===== config.mk =====
export PLATFORM = sky130hd
export DESIGN_NAME = z1top
export DESIGN_NICKNAME = d
export VERILOG_FILES = /design/src/z1top_pkg.sv /design/src/tick_timer.sv /design/src/button_parser.sv /design/src/uart_receiver.sv /design/src/uart_transmitter.sv /design/src/echo_controller.sv /design/src/z1top.sv
export SDC_FILE = /design/constraint.sdc
export NUM_CORES = 1
export LEC_CHECK = 0
export CELL_PAD_IN_SITES_DETAIL_PLACEMENT = 0
export CELL_PAD_IN_SITES_GLOBAL_PLACEMENT = 1
export CORE_AREA = 2 2 116 118
export CTS_CLUSTER_DIAMETER = 100
export DETAILED_ROUTE_END_ITERATION = 12
export DIE_AREA = 0 0 118 120
export DONT_BUFFER_PORTS = 1
export HOLD_SLACK_MARGIN = 0.03
export PLACE_DENSITY_LB_ADDON = 0.08
export SYNTH_ARGS = -nofsm -noshare
export SYNTH_HDL_FRONTEND = slang
export SYNTH_SLANG_ARGS = --single-unit

===== constraint.sdc =====
create_clock -name cpu_clk -period 2.3 [get_ports cpu_clk]
set_input_delay 0.115 -clock cpu_clk [delete_from_list [all_inputs] [get_ports cpu_clk]]
set_output_delay 0.115 -clock cpu_clk [all_outputs]
set_load 0.03 [all_outputs]

===== src/z1top_pkg.sv =====
package z1top_pkg;

    // UART byte and board LED widths
    localparam int data_width = 8;
    localparam int led_width = 6;

    // A received byte is either a plain character or an LED command
    typedef union packed {
        logic [data_width-1:0] ascii;
        struct packed {
            logic                 is_cmd;
            logic                 spare;
            logic [led_width-1:0] led_value;
        } cmd;
    } rx_word_u;

    // Sent when button 1 is pressed
    localparam logic [data_width-1:0] char_star = 8'h2a;

    // Upper and lower case letters differ only in this bit
    localparam int case_bit = 5;

endpackage


===== src/tick_timer.sv =====
`timescale 1ns/1ns

module tick_timer #(
    parameter int PERIOD = 25_000
) (
    input  logic cpu_clk,
    input  logic rst_n,
    output logic tick
);
    localparam int cnt_w = (PERIOD > 1) ? $clog2(PERIOD) : 1;
    localparam logic [cnt_w-1:0] reload = cnt_w'(PERIOD - 1);

    logic [cnt_w-1:0] count;

    // Down-counter, one tick per reload
    always_ff @(posedge cpu_clk or negedge rst_n) begin
        if (!rst_n) begin
            count <= reload;
            tick  <= 1'b0;
        end else if (count == '0) begin
            count <= reload;
            tick  <= 1'b1;
        end else begin
            count <= count - 1'b1;
            tick  <= 1'b0;
        end
    end

    // The debounce counters rely on tick being a single-cycle strobe
    tick_is_strobe: assert property (@(posedge cpu_clk) disable iff (!rst_n)
        tick |=> !tick)
        else $error("tick_timer: tick high on two consecutive cycles");

endmodule


===== src/button_parser.sv =====
`timescale 1ns/1ns

module button_parser #(
    parameter int WIDTH = 4,
    parameter int SAMPLE_CNT_MAX = 25_000,
    parameter int PULSE_CNT_MAX = 200
) (
    input  logic             cpu_clk,
    input  logic             rst_n,
    input  logic [WIDTH-1:0] buttons,
    input  logic [1:0]       switches,
    output logic [WIDTH-1:0] buttons_pressed,
    output logic [1:0]       switches_sync
);
    localparam int sync_w = WIDTH + 2;
    localparam int pulse_w = $clog2(PULSE_CNT_MAX + 1);
    localparam logic [pulse_w-1:0] pulse_max = pulse_w'(PULSE_CNT_MAX);

    logic [sync_w-1:0]  sync_meta;
    logic [sync_w-1:0]  sync_q;
    logic [WIDTH-1:0]   buttons_sync;
    logic               sample_tick;
    logic [pulse_w-1:0] pulse_cnt [WIDTH];
    logic [WIDTH-1:0]   debounced;
    logic [WIDTH-1:0]   debounced_q;

    // Buttons and switches go through the same two-flop synchronizer
    always_ff @(posedge cpu_clk or negedge rst_n) begin
        if (!rst_n) begin
            sync_meta <= '0;
            sync_q    <= '0;
        end else begin
            sync_meta <= {switches, buttons};
            sync_q    <= sync_meta;
        end
    end

    assign buttons_sync  = sync_q[WIDTH-1:0];
    assign switches_sync = sync_q[WIDTH +: 2];

    tick_timer #(
        .PERIOD(SAMPLE_CNT_MAX)
    ) u_sample_timer (
        .cpu_clk(cpu_clk),
        .rst_n  (rst_n),
        .tick   (sample_tick)
    );

    // Count consecutive pressed samples, saturate at the max,
    // any released sample starts over
    always_ff @(posedge cpu_clk or negedge rst_n) begin
        if (!rst_n) begin
            for (int i = 0; i < WIDTH; i++) begin
                pulse_cnt[i] <= '0;
            end
        end else if (sample_tick) begin
            for (int i = 0; i < WIDTH; i++) begin
                if (!buttons_sync[i]) begin
                    pulse_cnt[i] <= '0;
                end else if (pulse_cnt[i] != pulse_max) begin
                    pulse_cnt[i] <= pulse_cnt[i] + 1'b1;
                end
            end
        end
    end

    always_comb begin
        for (int i = 0; i < WIDTH; i++) begin
            debounced[i] = (pulse_cnt[i] == pulse_max);
        end
    end

    always_ff @(posedge cpu_clk or negedge rst_n) begin
        if (!rst_n) begin
            debounced_q <= '0;
        end else begin
            debounced_q <= debounced;
        end
    end

    // Rising edge of the debounced level
    assign buttons_pressed = debounced & ~debounced_q;

    // A held button must produce a single pulse, not a level
    press_is_pulse: assert property (@(posedge cpu_clk) disable iff (!rst_n)
        (buttons_pressed & $past(buttons_pressed)) == '0)
        else $error("button_parser: press pulse longer than one cycle");

endmodule


===== src/uart_receiver.sv =====
`timescale 1ns/1ns

module uart_receiver #(
    parameter int CPU_CLOCK_FREQ = 50_000_000,
    parameter int BAUD_RATE = 115_200
) (
    input  logic                            cpu_clk,
    input  logic                            rst_n,
    input  logic                            serial_in,
    output logic [z1top_pkg::data_width-1:0] rx_data,
    output logic                            rx_valid
);
    import z1top_pkg::*;

    localparam int clks_per_bit = CPU_CLOCK_FREQ / BAUD_RATE;
    localparam int baud_w = (clks_per_bit > 1) ? $clog2(clks_per_bit) : 1;
    localparam logic [baud_w-1:0] bit_reload = baud_w'(clks_per_bit - 1);
    localparam logic [baud_w-1:0] half_reload = baud_w'(clks_per_bit / 2 - 1);
    localparam int idx_w = $clog2(data_width);

    localparam logic [1:0] st_idle  = 2'd0;
    localparam logic [1:0] st_start = 2'd1;
    localparam logic [1:0] st_data  = 2'd2;
    localparam logic [1:0] st_stop  = 2'd3;

    logic                  rx_meta;
    logic                  rx_sync;
    logic                  rx_prev;
    logic [1:0]            state;
    logic [baud_w-1:0]     baud_cnt;
    logic [idx_w-1:0]      bit_idx;
    logic [data_width-1:0] shift_reg;
    logic                  start_edge;
    logic                  baud_done;

    // Line idles high, so the synchronizer resets to one
    always_ff @(posedge cpu_clk or negedge rst_n) begin
        if (!rst_n) begin
            rx_meta <= 1'b1;
            rx_sync <= 1'b1;
            rx_prev <= 1'b1;
        end else begin
            rx_meta <= serial_in;
            rx_sync <= rx_meta;
            rx_prev <= rx_sync;
        end
    end

    assign start_edge = rx_prev && !rx_sync;
    assign baud_done  = (baud_cnt == '0);

    always_ff @(posedge cpu_clk or negedge rst_n) begin
        if (!rst_n) begin
            state    <= st_idle;
            baud_cnt <= '0;
            bit_idx  <= '0;
            rx_valid <= 1'b0;
        end else begin
            rx_valid <= 1'b0;
            if (state != st_idle && !baud_done) begin
                baud_cnt <= baud_cnt - 1'b1;
            end else begin
                case (state)
                    st_idle: begin
                        // Wait half a bit to land in the middle of the start bit
                        if (start_edge) begin
                            state    <= st_start;
                            baud_cnt <= half_reload;
                        end
                    end
                    st_start: begin
                        // A short low glitch is not a start bit
                        state    <= rx_sync ? st_idle : st_data;
                        baud_cnt <= bit_reload;
                        bit_idx  <= '0;
                    end
                    st_data: begin
                        baud_cnt <= bit_reload;
                        if (bit_idx == idx_w'(data_width - 1)) begin
                            state <= st_stop;
                        end else begin
                            bit_idx <= bit_idx + 1'b1;
                        end
                    end
                    default: begin
                        // Framing error drops the byte silently
                        rx_valid <= rx_sync;
                        state    <= st_idle;
                    end
                endcase
            end
        end
    end

    // LSB first, so shift in from the top
    always_ff @(posedge cpu_clk) begin
        if (state == st_data && baud_done) begin
            shift_reg <= {rx_sync, shift_reg[data_width-1:1]};
        end
    end

    assign rx_data = shift_reg;

endmodule


===== src/uart_transmitter.sv =====
`timescale 1ns/1ns

module uart_transmitter #(
    parameter int CPU_CLOCK_FREQ = 50_000_000,
    parameter int BAUD_RATE = 115_200
) (
    input  logic                            cpu_clk,
    input  logic                            rst_n,
    input  logic [z1top_pkg::data_width-1:0] tx_data,
    input  logic                            tx_start,
    output logic                            tx_ready,
    output logic                            serial_out
);
    import z1top_pkg::*;

    localparam int clks_per_bit = CPU_CLOCK_FREQ / BAUD_RATE;
    localparam int baud_w = (clks_per_bit > 1) ? $clog2(clks_per_bit) : 1;
    localparam logic [baud_w-1:0] bit_reload = baud_w'(clks_per_bit - 1);
    // Start bit, data bits, stop bit
    localparam int frame_w = data_width + 2;
    localparam int bit_w = $clog2(frame_w);

    logic               busy;
    logic               launch;
    logic               baud_done;
    logic [baud_w-1:0]  baud_cnt;
    logic [bit_w-1:0]   bit_cnt;
    logic [frame_w-1:0] frame;

    assign launch    = tx_start && !busy;
    assign baud_done = (baud_cnt == '0);

    always_ff @(posedge cpu_clk or negedge rst_n) begin
        if (!rst_n) begin
            busy     <= 1'b0;
            baud_cnt <= '0;
            bit_cnt  <= '0;
        end else if (launch) begin
            busy     <= 1'b1;
            baud_cnt <= bit_reload;
            bit_cnt  <= '0;
        end else if (busy) begin
            if (!baud_done) begin
                baud_cnt <= baud_cnt - 1'b1;
            end else if (bit_cnt == bit_w'(frame_w - 1)) begin
                // End of the stop bit
                busy <= 1'b0;
            end else begin
                bit_cnt  <= bit_cnt + 1'b1;
                baud_cnt <= bit_reload;
            end
        end
    end

    always_ff @(posedge cpu_clk) begin
        if (launch) begin
            frame <= {1'b1, tx_data, 1'b0};
        end else if (busy && baud_done) begin
            frame <= {1'b1, frame[frame_w-1:1]};
        end
    end

    assign serial_out = busy ? frame[0] : 1'b1;
    assign tx_ready   = !busy;

    // A start while a frame is on the line would be lost
    start_when_ready: assert property (@(posedge cpu_clk) disable iff (!rst_n)
        tx_start |-> tx_ready)
        else $error("uart_transmitter: tx_start while busy");

endmodule


===== src/echo_controller.sv =====
`timescale 1ns/1ns

module echo_controller (
    input  logic                            cpu_clk,
    input  logic                            rst_n,
    input  logic [z1top_pkg::data_width-1:0] rx_data,
    input  logic                            rx_valid,
    input  logic [3:0]                      buttons_pressed,
    input  logic [1:0]                      switches_sync,
    input  logic                            tx_ready,
    output logic [z1top_pkg::data_width-1:0] tx_data,
    output logic                            tx_start,
    output logic [z1top_pkg::led_width-1:0]  leds
);
    import z1top_pkg::*;

    localparam logic [1:0] st_idle    = 2'd0;
    localparam logic [1:0] st_pending = 2'd1;
    localparam logic [1:0] st_send    = 2'd2;
    localparam logic [data_width-1:0] flip_mask = data_width'(1) << case_bit;

    logic [1:0]            state;
    rx_word_u              rx_word;
    logic [data_width-1:0] lower_char;
    logic                  is_letter;
    logic                  queue_req;
    logic [data_width-1:0] queue_byte;

    assign rx_word    = rx_data;
    assign lower_char = rx_word.ascii | flip_mask;
    assign is_letter  = (lower_char >= "a") && (lower_char <= "z");

    // A received character outranks a button-1 press in the same cycle
    always_comb begin
        queue_req  = 1'b0;
        queue_byte = rx_word.ascii;
        if (rx_valid) begin
            if (!rx_word.cmd.is_cmd && !switches_sync[1]) begin
                queue_req = 1'b1;
                if (switches_sync[0] && is_letter) begin
                    queue_byte = rx_word.ascii ^ flip_mask;
                end
            end
        end else if (buttons_pressed[1]) begin
            queue_req  = 1'b1;
            queue_byte = char_star;
        end
    end

    always_ff @(posedge cpu_clk or negedge rst_n) begin
        if (!rst_n) begin
            state <= st_idle;
        end else begin
            case (state)
                st_idle: if (queue_req) state <= tx_ready ? st_send : st_pending;
                // Transmitter goes busy on the next edge, so hold any new byte
                st_send: state <= queue_req ? st_pending : st_idle;
                default: if (tx_ready) state <= st_send;
            endcase
        end
    end

    // tx_data doubles as the one-byte pending buffer
    always_ff @(posedge cpu_clk) begin
        if (queue_req && state != st_pending) begin
            tx_data <= queue_byte;
        end
    end

    assign tx_start = (state == st_send);

    always_ff @(posedge cpu_clk or negedge rst_n) begin
        if (!rst_n) begin
            leds <= '0;
        end else if (rx_valid && (rx_word.cmd.is_cmd || switches_sync[1])) begin
            leds <= rx_word.cmd.led_value;
        end else if (buttons_pressed[0]) begin
            leds <= '0;
        end
    end

    // The ready level seen one cycle earlier must still hold at the start
    start_needs_ready: assert property (@(posedge cpu_clk) disable iff (!rst_n)
        tx_start |-> tx_ready)
        else $error("echo_controller: tx_start issued while transmitter busy");

endmodule


===== src/z1top.sv =====
`timescale 1ns/1ns

module z1top #(
    parameter int CPU_CLOCK_FREQ = 50_000_000,
    parameter int BAUD_RATE = 115_200,
    // Sample the buttons every 500 us
    parameter int B_SAMPLE_CNT_MAX = 25_000,
    // 100 ms of steady press at that sample rate
    parameter int B_PULSE_CNT_MAX = 200
) (
    input  logic                           cpu_clk,
    input  logic                           rst_n,
    input  logic [3:0]                     BUTTONS,
    input  logic [1:0]                     SWITCHES,
    output logic [z1top_pkg::led_width-1:0] LEDS,
    input  logic                           FPGA_SERIAL_RX,
    output logic                           FPGA_SERIAL_TX
);
    import z1top_pkg::*;

    logic [3:0]            buttons_pressed;
    logic [1:0]            switches_sync;
    logic [data_width-1:0] rx_data;
    logic                  rx_valid;
    logic [data_width-1:0] tx_data;
    logic                  tx_start;
    logic                  tx_ready;

    button_parser #(
        .WIDTH         (4),
        .SAMPLE_CNT_MAX(B_SAMPLE_CNT_MAX),
        .PULSE_CNT_MAX (B_PULSE_CNT_MAX)
    ) u_bp (
        .cpu_clk        (cpu_clk),
        .rst_n          (rst_n),
        .buttons        (BUTTONS),
        .switches       (SWITCHES),
        .buttons_pressed(buttons_pressed),
        .switches_sync  (switches_sync)
    );

    uart_receiver #(
        .CPU_CLOCK_FREQ(CPU_CLOCK_FREQ),
        .BAUD_RATE     (BAUD_RATE)
    ) u_uart_rx (
        .cpu_clk  (cpu_clk),
        .rst_n    (rst_n),
        .serial_in(FPGA_SERIAL_RX),
        .rx_data  (rx_data),
        .rx_valid (rx_valid)
    );

    uart_transmitter #(
        .CPU_CLOCK_FREQ(CPU_CLOCK_FREQ),
        .BAUD_RATE     (BAUD_RATE)
    ) u_uart_tx (
        .cpu_clk   (cpu_clk),
        .rst_n     (rst_n),
        .tx_data   (tx_data),
        .tx_start  (tx_start),
        .tx_ready  (tx_ready),
        .serial_out(FPGA_SERIAL_TX)
    );

    // Sits where the CPU would be
    echo_controller u_echo (
        .cpu_clk        (cpu_clk),
        .rst_n          (rst_n),
        .rx_data        (rx_data),
        .rx_valid       (rx_valid),
        .buttons_pressed(buttons_pressed),
        .switches_sync  (switches_sync),
        .tx_ready       (tx_ready),
        .tx_data        (tx_data),
        .tx_start       (tx_start),
        .leds           (LEDS)
    );

endmodule


==> metrics.md, run 1 <==
| Metric | Value |
|---|---|
| Mux share of post-synthesis cell area | `0.01185` |
| DP HPWL | `6.680 mm` |
| Slew headroom | `0.6429` |
| Htree depth | `3` |
| TNS Setup | `0 ns` |
| Gate Count Post-Synth | `463` |
| Initial antenna violation count | `0` |
| Post-CTS setup buffer count | `0` |
| Status | `complete, no violations` |
| Post-synth top cells | `dfrtp_1 (71), nand2_1 (41), nor2_1 (33)` |
| Synth top area share | `0.3504` |
| Fin crit share | `0.9287` |
| Layout Cells excl Fill | `668` |
| Yosys warns | `0` |
| Finish-stage setup viols | `0` |
| Clk sink count | `107` |
| Core ar. | `12980 um2` |
| GR Overflow Total | `0` |
| Die Height | `120 um` |
| Dominant synthesized flop cell | `dfrtp_1` |
| Main combinational cell family by area after synthesis | `simple AND/OR/NAND/NOR gates` |
| R2r startpoint | `u_uart_rx.baud_cnt[0]$_DFFE_PN0P_` |
| Worst Skew | `0.007890 ns` |
| IO Count | `16` |
| Worst slew pin tran | `0.5312 ns` |
| Setup crit end kind | `register` |
| Syn nets | `490` |
| Synth area leaders | `dfrtp_1 (35%), edfxtp_1 (14%), dfstp_2 (5.7%)` |
| Synth Cell Area | `5070 um2` |
| CTS tree | `built` |
| Pre-antenna DRT Iters | `4` |
| Vias in the first global route | `3490` |
| Pin count of the biggest net entering global routing | `83` |
| Max Slew Vio Count | `0` |
| Max Cap Viol | `0` |
| Final hold violation count | `0` |
| N_diodes | `0` |
| Layout cell share with drive strength beyond 1 | `0.1098` |
| Hold Path Class | `input pin to async pin` |
| WL/cell | `14.61 um` |
| Power Density | `920.1 nW/um2` |
| Total Routing Usage GR | `0.1539` |
| Min Tclk post-route | `2.136 ns` |
| CTS clk-pin slew, worst paths | `0.07 ns` |
| Lkg Pwr | `2.387 nW` |
| Launch point of the worst path | `u_uart_rx.baud_cnt[0]$_DFFE_PN0P_` |
| Post-synthesis xor/xnor area fraction | `0.02246` |
| Placed cells | `645` |
| Clk Latency, worst-skew pair | `0.35 ns` |
| Netlist cell types | `68` |
| Post-synth EDFFs | `24` |
| Synth Register Bits | `107` |
| Crit-path max FO | `9` |
| Critical path startpoint category | `register` |
| Synth area leader | `dfrtp_1` |
| Required time of the critical path | `2.36 ns` |
| Fin nets | `514` |
| CP cell instances | `inv_1 -> ha_1 -> or3b_2 -> nor3_1 -> and2_1 -> buf_12` |
| Filler cells | `1242` |
| Maximum vdd ir drop | `0.5233 mV` |
| Synthesis-to-finish area growth | `13.13%` |
| First-pass GRT wire length | `17.40 mm` |
| Simple-Gate Fraction of Synth Area | `0.1876` |
| Register area share after synthesis | `0.5536` |
| Initial Util | `0.3906` |
| CTS buffer count | `9` |
| Std-Cell Rows | `42` |
| Clk root buf | `clkbuf_16` |
| I/O Buffers | `0` |
| Via count | `3515` |
| Synth Area in Compound Gates | `0.1518` |
| Die area | `14160 um2` |
| Slowest CP cell | `or3b_2` |
| Iteration-0 DRC count of the detailed router | `240` |
| CP Data Arrival Time | `2.20 ns` |
| Fmax | `468.2 MHz` |
| Count leader, synth | `dfrtp_1` |
| Max clock buf depth | `2` |
| Unrepaired setup endpoints after global routing | `no` |
| Die Wd | `118 um` |
| Adder-Cell Fraction of Synth Area | `0.04442` |
| Antenna Nets Post-Route | `0` |
| Routed wire length | `9.762 mm` |
| Async SR Flop Fraction | `0.7664` |
| Critical path type | `register to register` |
| GPL Wtd Cong | `0.7887` |
| Residual DRC | `0` |
| CP max stage delay | `0.58 ns` |
| Synthesized area per cell | `10.95 um2` |
| DR vias/cell | `5.262` |
==> critical path: cells and delay by family, from the launching register on <==
family	cells	cell delay [ns]
adder cells (fa/ha/maj)	1	0.18
flip-flops	1	0.43
buffers and inverters	2	0.21
AND/OR/NAND/NOR	3	1.04
==> worst paths after layout <==
path	to	slack, ns	cells past startpoint
min reg2reg	u_bp.sync_q[0]$_DFF_PN0_	0.35	0
min	u_bp.pulse_cnt[30]$_DFFE_PN0P_	0.32	2
min in group cpu_clk	u_uart_rx.rx_meta$_DFF_PN1_	0.32	1
max in group asynchronous	u_uart_rx.rx_meta$_DFF_PN1_	1.61	2
max reg2reg	u_uart_rx.rx_data[2]$_DFFE_PP_	0.16	6
max	u_uart_rx.rx_data[2]$_DFFE_PP_	0.16	6
==> report_power, final <==
part           switching, W  internal, W  total [W]
sequential         0.000440      0.00219    0.00263
combinational      0.000652     0.000554    0.00121
clock              0.000676     0.000764    0.00144
==> cell usage in the layout, fill, tap and decap left out, types with 3 or more instances in the layout <==
cell	instances
or4_1	3
and2_1	7
clkbuf_16	9
nand3_1	20
nor3_1	15
buf_4	15
o21ai_0	25
o22ai_1	3
a22o_1	16
a21oi_1	18
ha_1	18
dfstp_2	11
nor2_1	33
nand2b_1	5
edfxtp_1	24
a21o_1	5
nand3b_1	3
o2bb2ai_1	4
nor2b_1	9
or3_1	5
dlygate4sd3_1	6
o211ai_1	3
nand2_1	41
nor4_1	6
a32o_1	3
dfrtp_1	71
a31oi_1	5
nand4b_1	5
inv_1	25
xnor2_1	5
and3_1	3
xor2_1	8
mux2i_1	6
nand4_1	6
==> sequential cells by signal (all words and copies together), names as in the netlist, 6 cells and up <==
| register | count |
|---|---|
| u_bp.u_sample_timer.count | 15 |
| u_uart_tx.frame | 9 |
| u_uart_tx.baud_cnt | 9 |
| u_echo.leds | 6 |
| u_uart_rx.rx_data | 8 |
| u_bp.pulse_cnt | 16 |
| u_echo.tx_data | 8 |
| u_uart_rx.baud_cnt | 9 |
==> layout make-up <==
cell class / instances / area [um2] / share of cell area
Clock buffer: 12 / 246.5 / 0.04298
Clock inverter: 4 / 25.02 / 0.004363
Tap cell: 176 / 220.2 / 0.03839
Timing Repair Buffer: 23 / 220.2 / 0.03839
Sequential cell: 107 / 2806 / 0.4893
Inverter: 26 / 97.59 / 0.01702
Multi-Input combinational cell: 320 / 2120 / 0.3695
==> metrics by stage <==
step / setup slack, ns / hold WS (ns) / instance area, um2 / total power, W / util
6_report: 0.1640 / 0.3192 / 5736 / 0.005277 / 0.4419
5_1_grt: 0.02928 / 0.3018 / 5736 / 0.005647 / 0.4419
4_1_cts: 0.1629 / 0.2934 / 5736 / 0.005368 / 0.4419
3_5_place_dp: 0.1799 / -0.1785 / 5376 / 0.003848 / 0.4142
3_3_place_gp: 0.2013 / -0.1783 / 5376 / 0.003832 / 0.4142
2_1_floorplan: 0.1658 / -0.1806 / 5070 / 0.003500 / -
==> cell families (layout without fill, tap and decap cells) <==
kind of cell / Yosys count / count (layout)
xor gates and xnor gates: 13 / 13
and+or+nand+nor: 176 / 176
adders and majority gates: 18 / 18
AOI/OAI and AO/OA: 107 / 107
muxes: 6 / 6
DFF: 107 / 107
buffers and inverters: 36 / 65
==> repair_timing <==
action                     4_1_cts  5_1_grt
setup endpoints to repair        0        0
gates resized for setup          0        0
hold buffers                     7        0
hold endpoints to repair        87        0
==> layer usage <==
layer | vias to the layer above | GRT usage | wire (um) | part of all wire
li1 | 1751 | - | - | -
met1 | 1730 | 0.2098 | 4829 | 0.49
met5 | - | 0 | 0 | 0
met2 | 26 | 0.2413 | 4532 | 0.46
met4 | 0 | 0.04142 | 103 | 0.011
met3 | 8 | 0.04420 | 296 | 0.030
Power figures use the tool's default switching activity.
==> run 2, diff against run 1 <==
--- a/config.mk
+++ b/config.mk
@@ -7,13 +7,14 @@
 export LEC_CHECK = 0
 export CELL_PAD_IN_SITES_DETAIL_PLACEMENT = 0
 export CELL_PAD_IN_SITES_GLOBAL_PLACEMENT = 1
-export CORE_AREA = 2 2 116 118
+export CORE_AREA = 2 2 129 131
 export CTS_CLUSTER_DIAMETER = 100
 export DETAILED_ROUTE_END_ITERATION = 12
-export DIE_AREA = 0 0 118 120
+export DIE_AREA = 0 0 131 133
 export DONT_BUFFER_PORTS = 1
 export HOLD_SLACK_MARGIN = 0.03
 export PLACE_DENSITY_LB_ADDON = 0.08
 export SYNTH_ARGS = -nofsm -noshare
 export SYNTH_HDL_FRONTEND = slang
+export SYNTH_HIERARCHICAL = 1
 export SYNTH_SLANG_ARGS = --single-unit
==> run 2 against run 1 <==
Against the previous run: sequential power is 3% lower; core utilization is 6.5 points lower; final area is 6.2% higher; combinational power shrank 3%; clock power grew 7%; non-clock buffer count rose by 20; register-to-register slack got worse by 0.07 ns; first-iteration DRC count shrank 23%; global-route usage shrank 1.2 points; routed wire length is 16% higher; critical endpoint is now u_uart_tx/bit_cnt[2]$_DFFE_PN0P_; largest power group unchanged.
==> metrics.md, run 2 <==
| Metric | Value |
|---|---|
| GRT met3 Usage | `0.04125` |
| Synthesized area per cell | `10.65 um2` |
| Reg power frac | `0.486` |
| Max Cap Viol | `0` |
| GPL Wtd Cong | `0.7528` |
| Gate Count Post-Synth | `490` |
| Slew headroom | `0.6822` |
| Initial Util | `0.3227` |
| Fin nets | `554` |
| Worst Skew | `0.008140 ns` |
| GR Overflow Total | `0` |
| Clk sink count | `107` |
| Critical path startpoint category | `register` |
| Initial antenna violation count | `0` |
| IO Count | `16` |
| Max Slew Vio Count | `0` |
| Fin crit share | `0.9583` |
| Clk Latency, worst-skew pair | `0.35 ns` |
| Grt met1 use | `0.1946` |
| Antenna Nets Post-Route | `0` |
| Synth Cell Area | `5219 um2` |
| Post-route cell area | `6093 um2` |
| Crit-path max FO | `6` |
| Clock share of power | `0.292` |
| Syn nets | `515` |
| CP Data Arrival Time | `2.48 ns` |
| Htree depth | `3` |
| First-pass GRT wire length | `19.31 mm` |
| Yosys warns | `6` |
| Clk root buf | `clkbuf_16` |
| Finish-stage setup viols | `0` |
| GR Util met2 | `0.2219` |
| Placed cells | `731` |
| TNS Setup | `0 ns` |
| Net Sw Power | `0.001672 W` |
| N_diodes | `0` |
| Power Density | `863.7 nW/um2` |
| Vias in the first global route | `3774` |
| Layout Cells excl Fill | `754` |
| WL/cell | `15.00 um` |
| Layout cell share with drive strength beyond 1 | `0.1610` |
| Setup crit end kind | `register` |
| Iteration-0 DRC count of the detailed router | `185` |
| Required time of the critical path | `2.58 ns` |
| Maximum vdd ir drop | `0.5465 mV` |
| Worst slew pin tran | `0.4706 ns` |
| Total Routing Usage GR | `0.1418` |
| Max clock buf depth | `2` |
| DP HPWL | `7.699 mm` |
| Internal | `0.003591 W` |
| Power share of the combinational group | `0.222` |
| Critical path type | `register to register` |
| Die area | `17420 um2` |
| Final hold violation count | `0` |
| Number of flip-flops under the largest register name | `16` |
| Unrepaired setup endpoints after global routing | `no` |
| CTS clk-pin slew, worst paths | `0.07 ns` |
| Pin count of the biggest net entering global routing | `83` |
| CTS tree | `built` |
| Most frequent cells in the layout | `dfrtp_1 (71), nand2_1 (47), buf_4 (35), inv_1 (35), nor2_1 (30)` |
| Min Tclk post-route | `2.204 ns` |
| CTS buffer count | `9` |
| I/O Buffers | `0` |
| Most used routing layer | `met2` |
| Via count | `3795` |
| Final core occ | `0.3768` |
| Top flop regs | `u_bp/pulse_cnt (16), u_bp/u_sample_timer/count (15)` |
| DR vias/cell | `5.033` |
| Pre-antenna DRT Iters | `4` |
| Std-Cell Rows | `47` |
| Fmax | `453.7 MHz` |
| Die Wd | `131 um` |
| Residual DRC | `0` |
| Biggest register | `u_bp/pulse_cnt` |
| Lkg Pwr | `2.539 nW` |
| Placed Area | `5710 um2` |
| Die Height | `133 um` |
| Status | `complete, no violations` |
| Core ar. | `16170 um2` |
| Most common cell after layout, fill and taps aside | `dfrtp_1` |
| Switching portion of total power | `0.3176` |
| Routed wire length | `11.31 mm` |
| Synthesis-to-finish area growth | `16.76%` |
| Hold Path Class | `input pin to register` |
## run 2: cell count changes in the layout (fill, tap and decap cells not counted), sizes merged, moves of 4 or more
cell,delta
buf,+20
inv,+12
a22o,-8
nand3b,+8
or4,+8
or3,+6
nand2,+5
a21o,-4
and2,-4
clkinv,-4
nand3,-4
o211ai,+4
## run 2: path summary, 6_finish.rpt
check | start | to | slack (ns) | cells past startpoint
min in group asynchronous | rst_n | u_uart_tx/busy$_DFF_PN0_ | 0.33 | 2
worst min register to register | u_bp/sync_meta[0]$_DFF_PN0_ | u_bp/sync_q[0]$_DFF_PN0_ | 0.36 | 0
worst min-delay path | FPGA_SERIAL_RX | u_uart_rx/rx_meta$_DFF_PN1_ | 0.30 | 1
max in group asynchronous | rst_n | u_bp/u_sample_timer/count[5]$_DFF_PN1_ | 1.56 | 2
worst max-delay path | u_uart_tx/baud_cnt[6]$_DFFE_PN0P_ | u_uart_tx/bit_cnt[2]$_DFFE_PN0P_ | 0.1 | 4
worst max register to register | u_uart_tx/baud_cnt[6]$_DFFE_PN0P_ | u_uart_tx/bit_cnt[2]$_DFFE_PN0P_ | 0.1 | 4
## run 2: worst max-delay path, cell delays in order, from the launching register on
cell and delay, ns:
dfrtp_1 0.41, or4_1 0.55, or4_4 0.55, or4_1 0.48, a21oi_1 0.14
## run 2: timing repair
action                                  CTS  global route
endpoints found under the setup margin    6             1
hold endpoints to repair                 87             0
buffers inserted                          0             0
resized for setup                         2             1
hold buffers                              7             0
## run 2: area by class of cell
type	instances	area [um2]
sequential	107	2806
multi-input combinational	330	2210
clock buffer	12	236.5
inverter	38	142.6
fill	1637	10080
clock inverter	4	52.55
timing repair buffer	43	370.4
tap	220	275.3
## run 2: stage by stage
stage	setup slack (ns)	total power, W	hold WS [ns]
global route	0.002706	0.005622	0.2820
detailed placement	-0.09607	0.003717	-0.1778
CTS	0.07619	0.005366	0.2809
global placement	-0.05782	0.003704	-0.1787
finish	0.09580	0.005263	0.2988
floorplan	-0.1114	0.003301	-0.1806
## run 2: per-layer routing
metal  vias up  share of wire  wire [um]
li1       1870              -          -
met1      1880           0.49       5540
met2        39           0.47       5308
met3         6          0.031        355
met4         0         0.0095        108
met5         -              0          0
## run 2: power groups by stage
stage	clock (W)	combinational, W	sequential [W]
finish	0.00154	0.00117	0.00256
global route	0.00169	0.00133	0.00261
floorplan	0	0.000765	0.00254
global placement	0	0.00111	0.00259
CTS	0.00163	0.00118	0.00256
detailed placement	0	0.00112	0.00260
==> run 3, diff against run 2 <==
--- a/config.mk
+++ b/config.mk
@@ -14,6 +14,7 @@
 export DONT_BUFFER_PORTS = 1
 export HOLD_SLACK_MARGIN = 0.03
 export PLACE_DENSITY_LB_ADDON = 0.08
+export REMOVE_ABC_BUFFERS = 1
 export SYNTH_ARGS = -nofsm -noshare
 export SYNTH_HDL_FRONTEND = slang
 export SYNTH_HIERARCHICAL = 1
==> run 3 against run 2 <==
Against the previous run: register-to-register slack worse by 0.03 ns; sequential cell count unchanged; largest cell class unchanged; non-clock buffer count unchanged; core utilization increased by 0.21 points; critical path depth rose by 2; die area unchanged; largest power group unchanged; clock power rose by 6%; hold slack got worse by 0.00097 ns.
==> metrics.md, run 3 (synthesis gave the netlist of run 2 again) <==
| Metric | Value |
|---|---|
| CTS tree | `built` |
| Die Wd | `131 um` |
| Hold Path Class | `input pin to register` |
| Total Routing Usage GR | `0.1417` |
| Die area | `17420 um2` |
| Post-CTS setup buffer count | `0` |
| Setup crit end kind | `register` |
| Power Density | `874.8 nW/um2` |
| Critical path startpoint category | `register` |
| Switching portion of total power | `0.3155` |
| Lkg Pwr | `2.569 nW` |
| Worst slew pin tran | `0.5389 ns` |
| Clk sink count | `107` |
| N_diodes | `0` |
| Max clock buf depth | `2` |
| Required time of the critical path | `2.58 ns` |
| Pre-antenna DRT Iters | `4` |
| Internal | `0.003669 W` |
| Net Sw Power | `0.001691 W` |
| Htree depth | `3` |
| DR vias/cell | `5.048` |
| Core ar. | `16170 um2` |
| Vias in the first global route | `3800` |
| Number of flip-flops under the largest register name | `16` |
| Std-Cell Rows | `47` |
| I/O Buffers | `0` |
| Clock share of power | `0.306` |
| Seq. cell area | `2806 um2` |
| Unrepaired setup endpoints after global routing | `no` |
| Finish-stage setup viols | `0` |
| Top flop regs | `u_bp/pulse_cnt (16), u_bp/u_sample_timer/count (15)` |
| Placed Area | `5707 um2` |
| Initial Util | `0.3227` |
| Routed wire length | `11.31 mm` |
| Post-route cell area | `6127 um2` |
| Most common cell after layout, fill and taps aside | `dfrtp_1` |
| Synthesis-to-finish area growth | `17.41%` |
| Critical path type | `register to register` |
| WL/cell | `15.01 um` |
| Initial antenna violation count | `0` |
| CTS clk-pin slew, worst paths | `0.07 ns` |
| Filler cells | `1638` |
| Status | `complete, no violations` |
| Die Height | `133 um` |
| Biggest register | `u_bp/pulse_cnt` |
| Most frequent cells in the layout | `dfrtp_1 (71), nand2_1 (47), inv_1 (36), buf_4 (35), nor2_1 (30)` |
| Max Cap Viol | `0` |
| Fmax | `448.4 MHz` |
| Min Tclk post-route | `2.230 ns` |
| Via count | `3806` |
| IO Count | `16` |
| Final hold violation count | `0` |
| GR Overflow Total | `0` |
| Placed cells | `731` |
| CTS buffer count | `9` |
| Antenna Nets Post-Route | `0` |
| Clk root buf | `clkbuf_16` |
| Multi-input gate area | `2213 um2` |
| Residual DRC | `0` |
| Worst Skew | `0.006765 ns` |
| Slew headroom | `0.6374` |
| Crit-path max FO | `6` |
| Layout Cells excl Fill | `754` |
| First-pass GRT wire length | `19.15 mm` |
| Final Hold Slack | `0.2978 ns` |
| Maximum vdd ir drop | `0.4851 mV` |
| Fin crit share | `0.9695` |
| Reg power frac | `0.477` |
| Pin count of the biggest net entering global routing | `83` |
| Power share of the combinational group | `0.217` |
| Clk Latency, worst-skew pair | `0.36 ns` |
| Iteration-0 DRC count of the detailed router | `242` |
| Place WS | `-0.1336 ns` |
| DP HPWL | `7.652 mm` |
| Max Slew Vio Count | `0` |
| CP Data Arrival Time | `2.51 ns` |
| Fin nets | `554` |
| Layout cell share with drive strength beyond 1 | `0.1648` |
| GPL Wtd Cong | `0.7314` |
| Setup WS post-layout | `0.07005 ns` |
run 3: changes by cell type in the layout (fill, tap and decap cells not counted), moves of 2 or more:
cell and change:
clkbuf_1 -2, clkbuf_16 +2, clkbuf_8 +2, clkinvlp_4 -2
run 3: critical path: stages, from the launching register on:
cell     delay, ns
dfrtp_1       0.38
inv_1         0.09
ha_1          0.16
or3b_4        0.40
or4_4         0.48
or4_4         0.50
a21oi_2       0.14
run 3: power by group through the flow:
stage	registers (W)	clock network (W)	logic (W)
CTS	0.00256	0.00172	0.00118
detailed placement	0.00260	0	0.00113
floorplan	0.00255	0	0.000734
global route	0.00261	0.00179	0.00132
global placement	0.00259	0	0.00111
finish	0.00256	0.00164	0.00116
run 3: final cells by class:
| type | instances | area share |
|---|---|---|
| flip-flops and latches | 107 | 0.4580 |
| multi-input cells | 330 | 0.3612 |
| repair buffers | 43 | 0.06045 |
| clock buffers | 14 | 0.05003 |
| well taps | 220 | 0.04493 |
| inverters | 38 | 0.02328 |
| clock inverters | 2 | 0.002042 |
run 3: path summary, 6_finish.rpt:
path	start	to	slack, ns	cells after the start
setup / recovery	u_uart_tx/baud_cnt[0]$_DFFE_PN0P_	u_uart_tx/bit_cnt[2]$_DFFE_PN0P_	0.07	6
hold / removal	FPGA_SERIAL_RX	u_uart_rx/rx_meta$_DFF_PN1_	0.30	1
setup reg to reg	u_uart_tx/baud_cnt[0]$_DFFE_PN0P_	u_uart_tx/bit_cnt[2]$_DFFE_PN0P_	0.07	6
hold reg to reg	u_bp/sync_meta[0]$_DFF_PN0_	u_bp/sync_q[0]$_DFF_PN0_	0.35	0
max in group asynchronous	rst_n	u_bp/u_sample_timer/count[2]$_DFF_PN1_	1.60	2
min in group asynchronous	rst_n	u_bp/pulse_cnt[22]$_DFFE_PN0P_	0.33	2
run 3: per-layer routing:
layer  up-vias  global-route usage  routed length [um]
li1       1874                   -                   -
met1      1878              0.1936                5513
met2        47              0.2193                5369
met3         7             0.04003                 309
met4         0             0.04078                 122
met5         -                   0                   0
run 3: repair_timing:
action	CTS	global route
hold buffers	7	0
endpoints found under the setup margin	2	1
hold endpoints to repair	87	0
resized for setup	2	2
run 3: metrics by stage:
stage | setup TNS [ns] | util | total power [W]
6_report | 0 | 0.3789 | 0.005360
4_1_cts | 0 | 0.3784 | 0.005464
5_1_grt | 0 | 0.3789 | 0.005715
2_1_floorplan | -1.032 | - | 0.003284
3_5_place_dp | -0.1336 | 0.3529 | 0.003727
3_3_place_gp | -0.05969 | 0.3529 | 0.003708
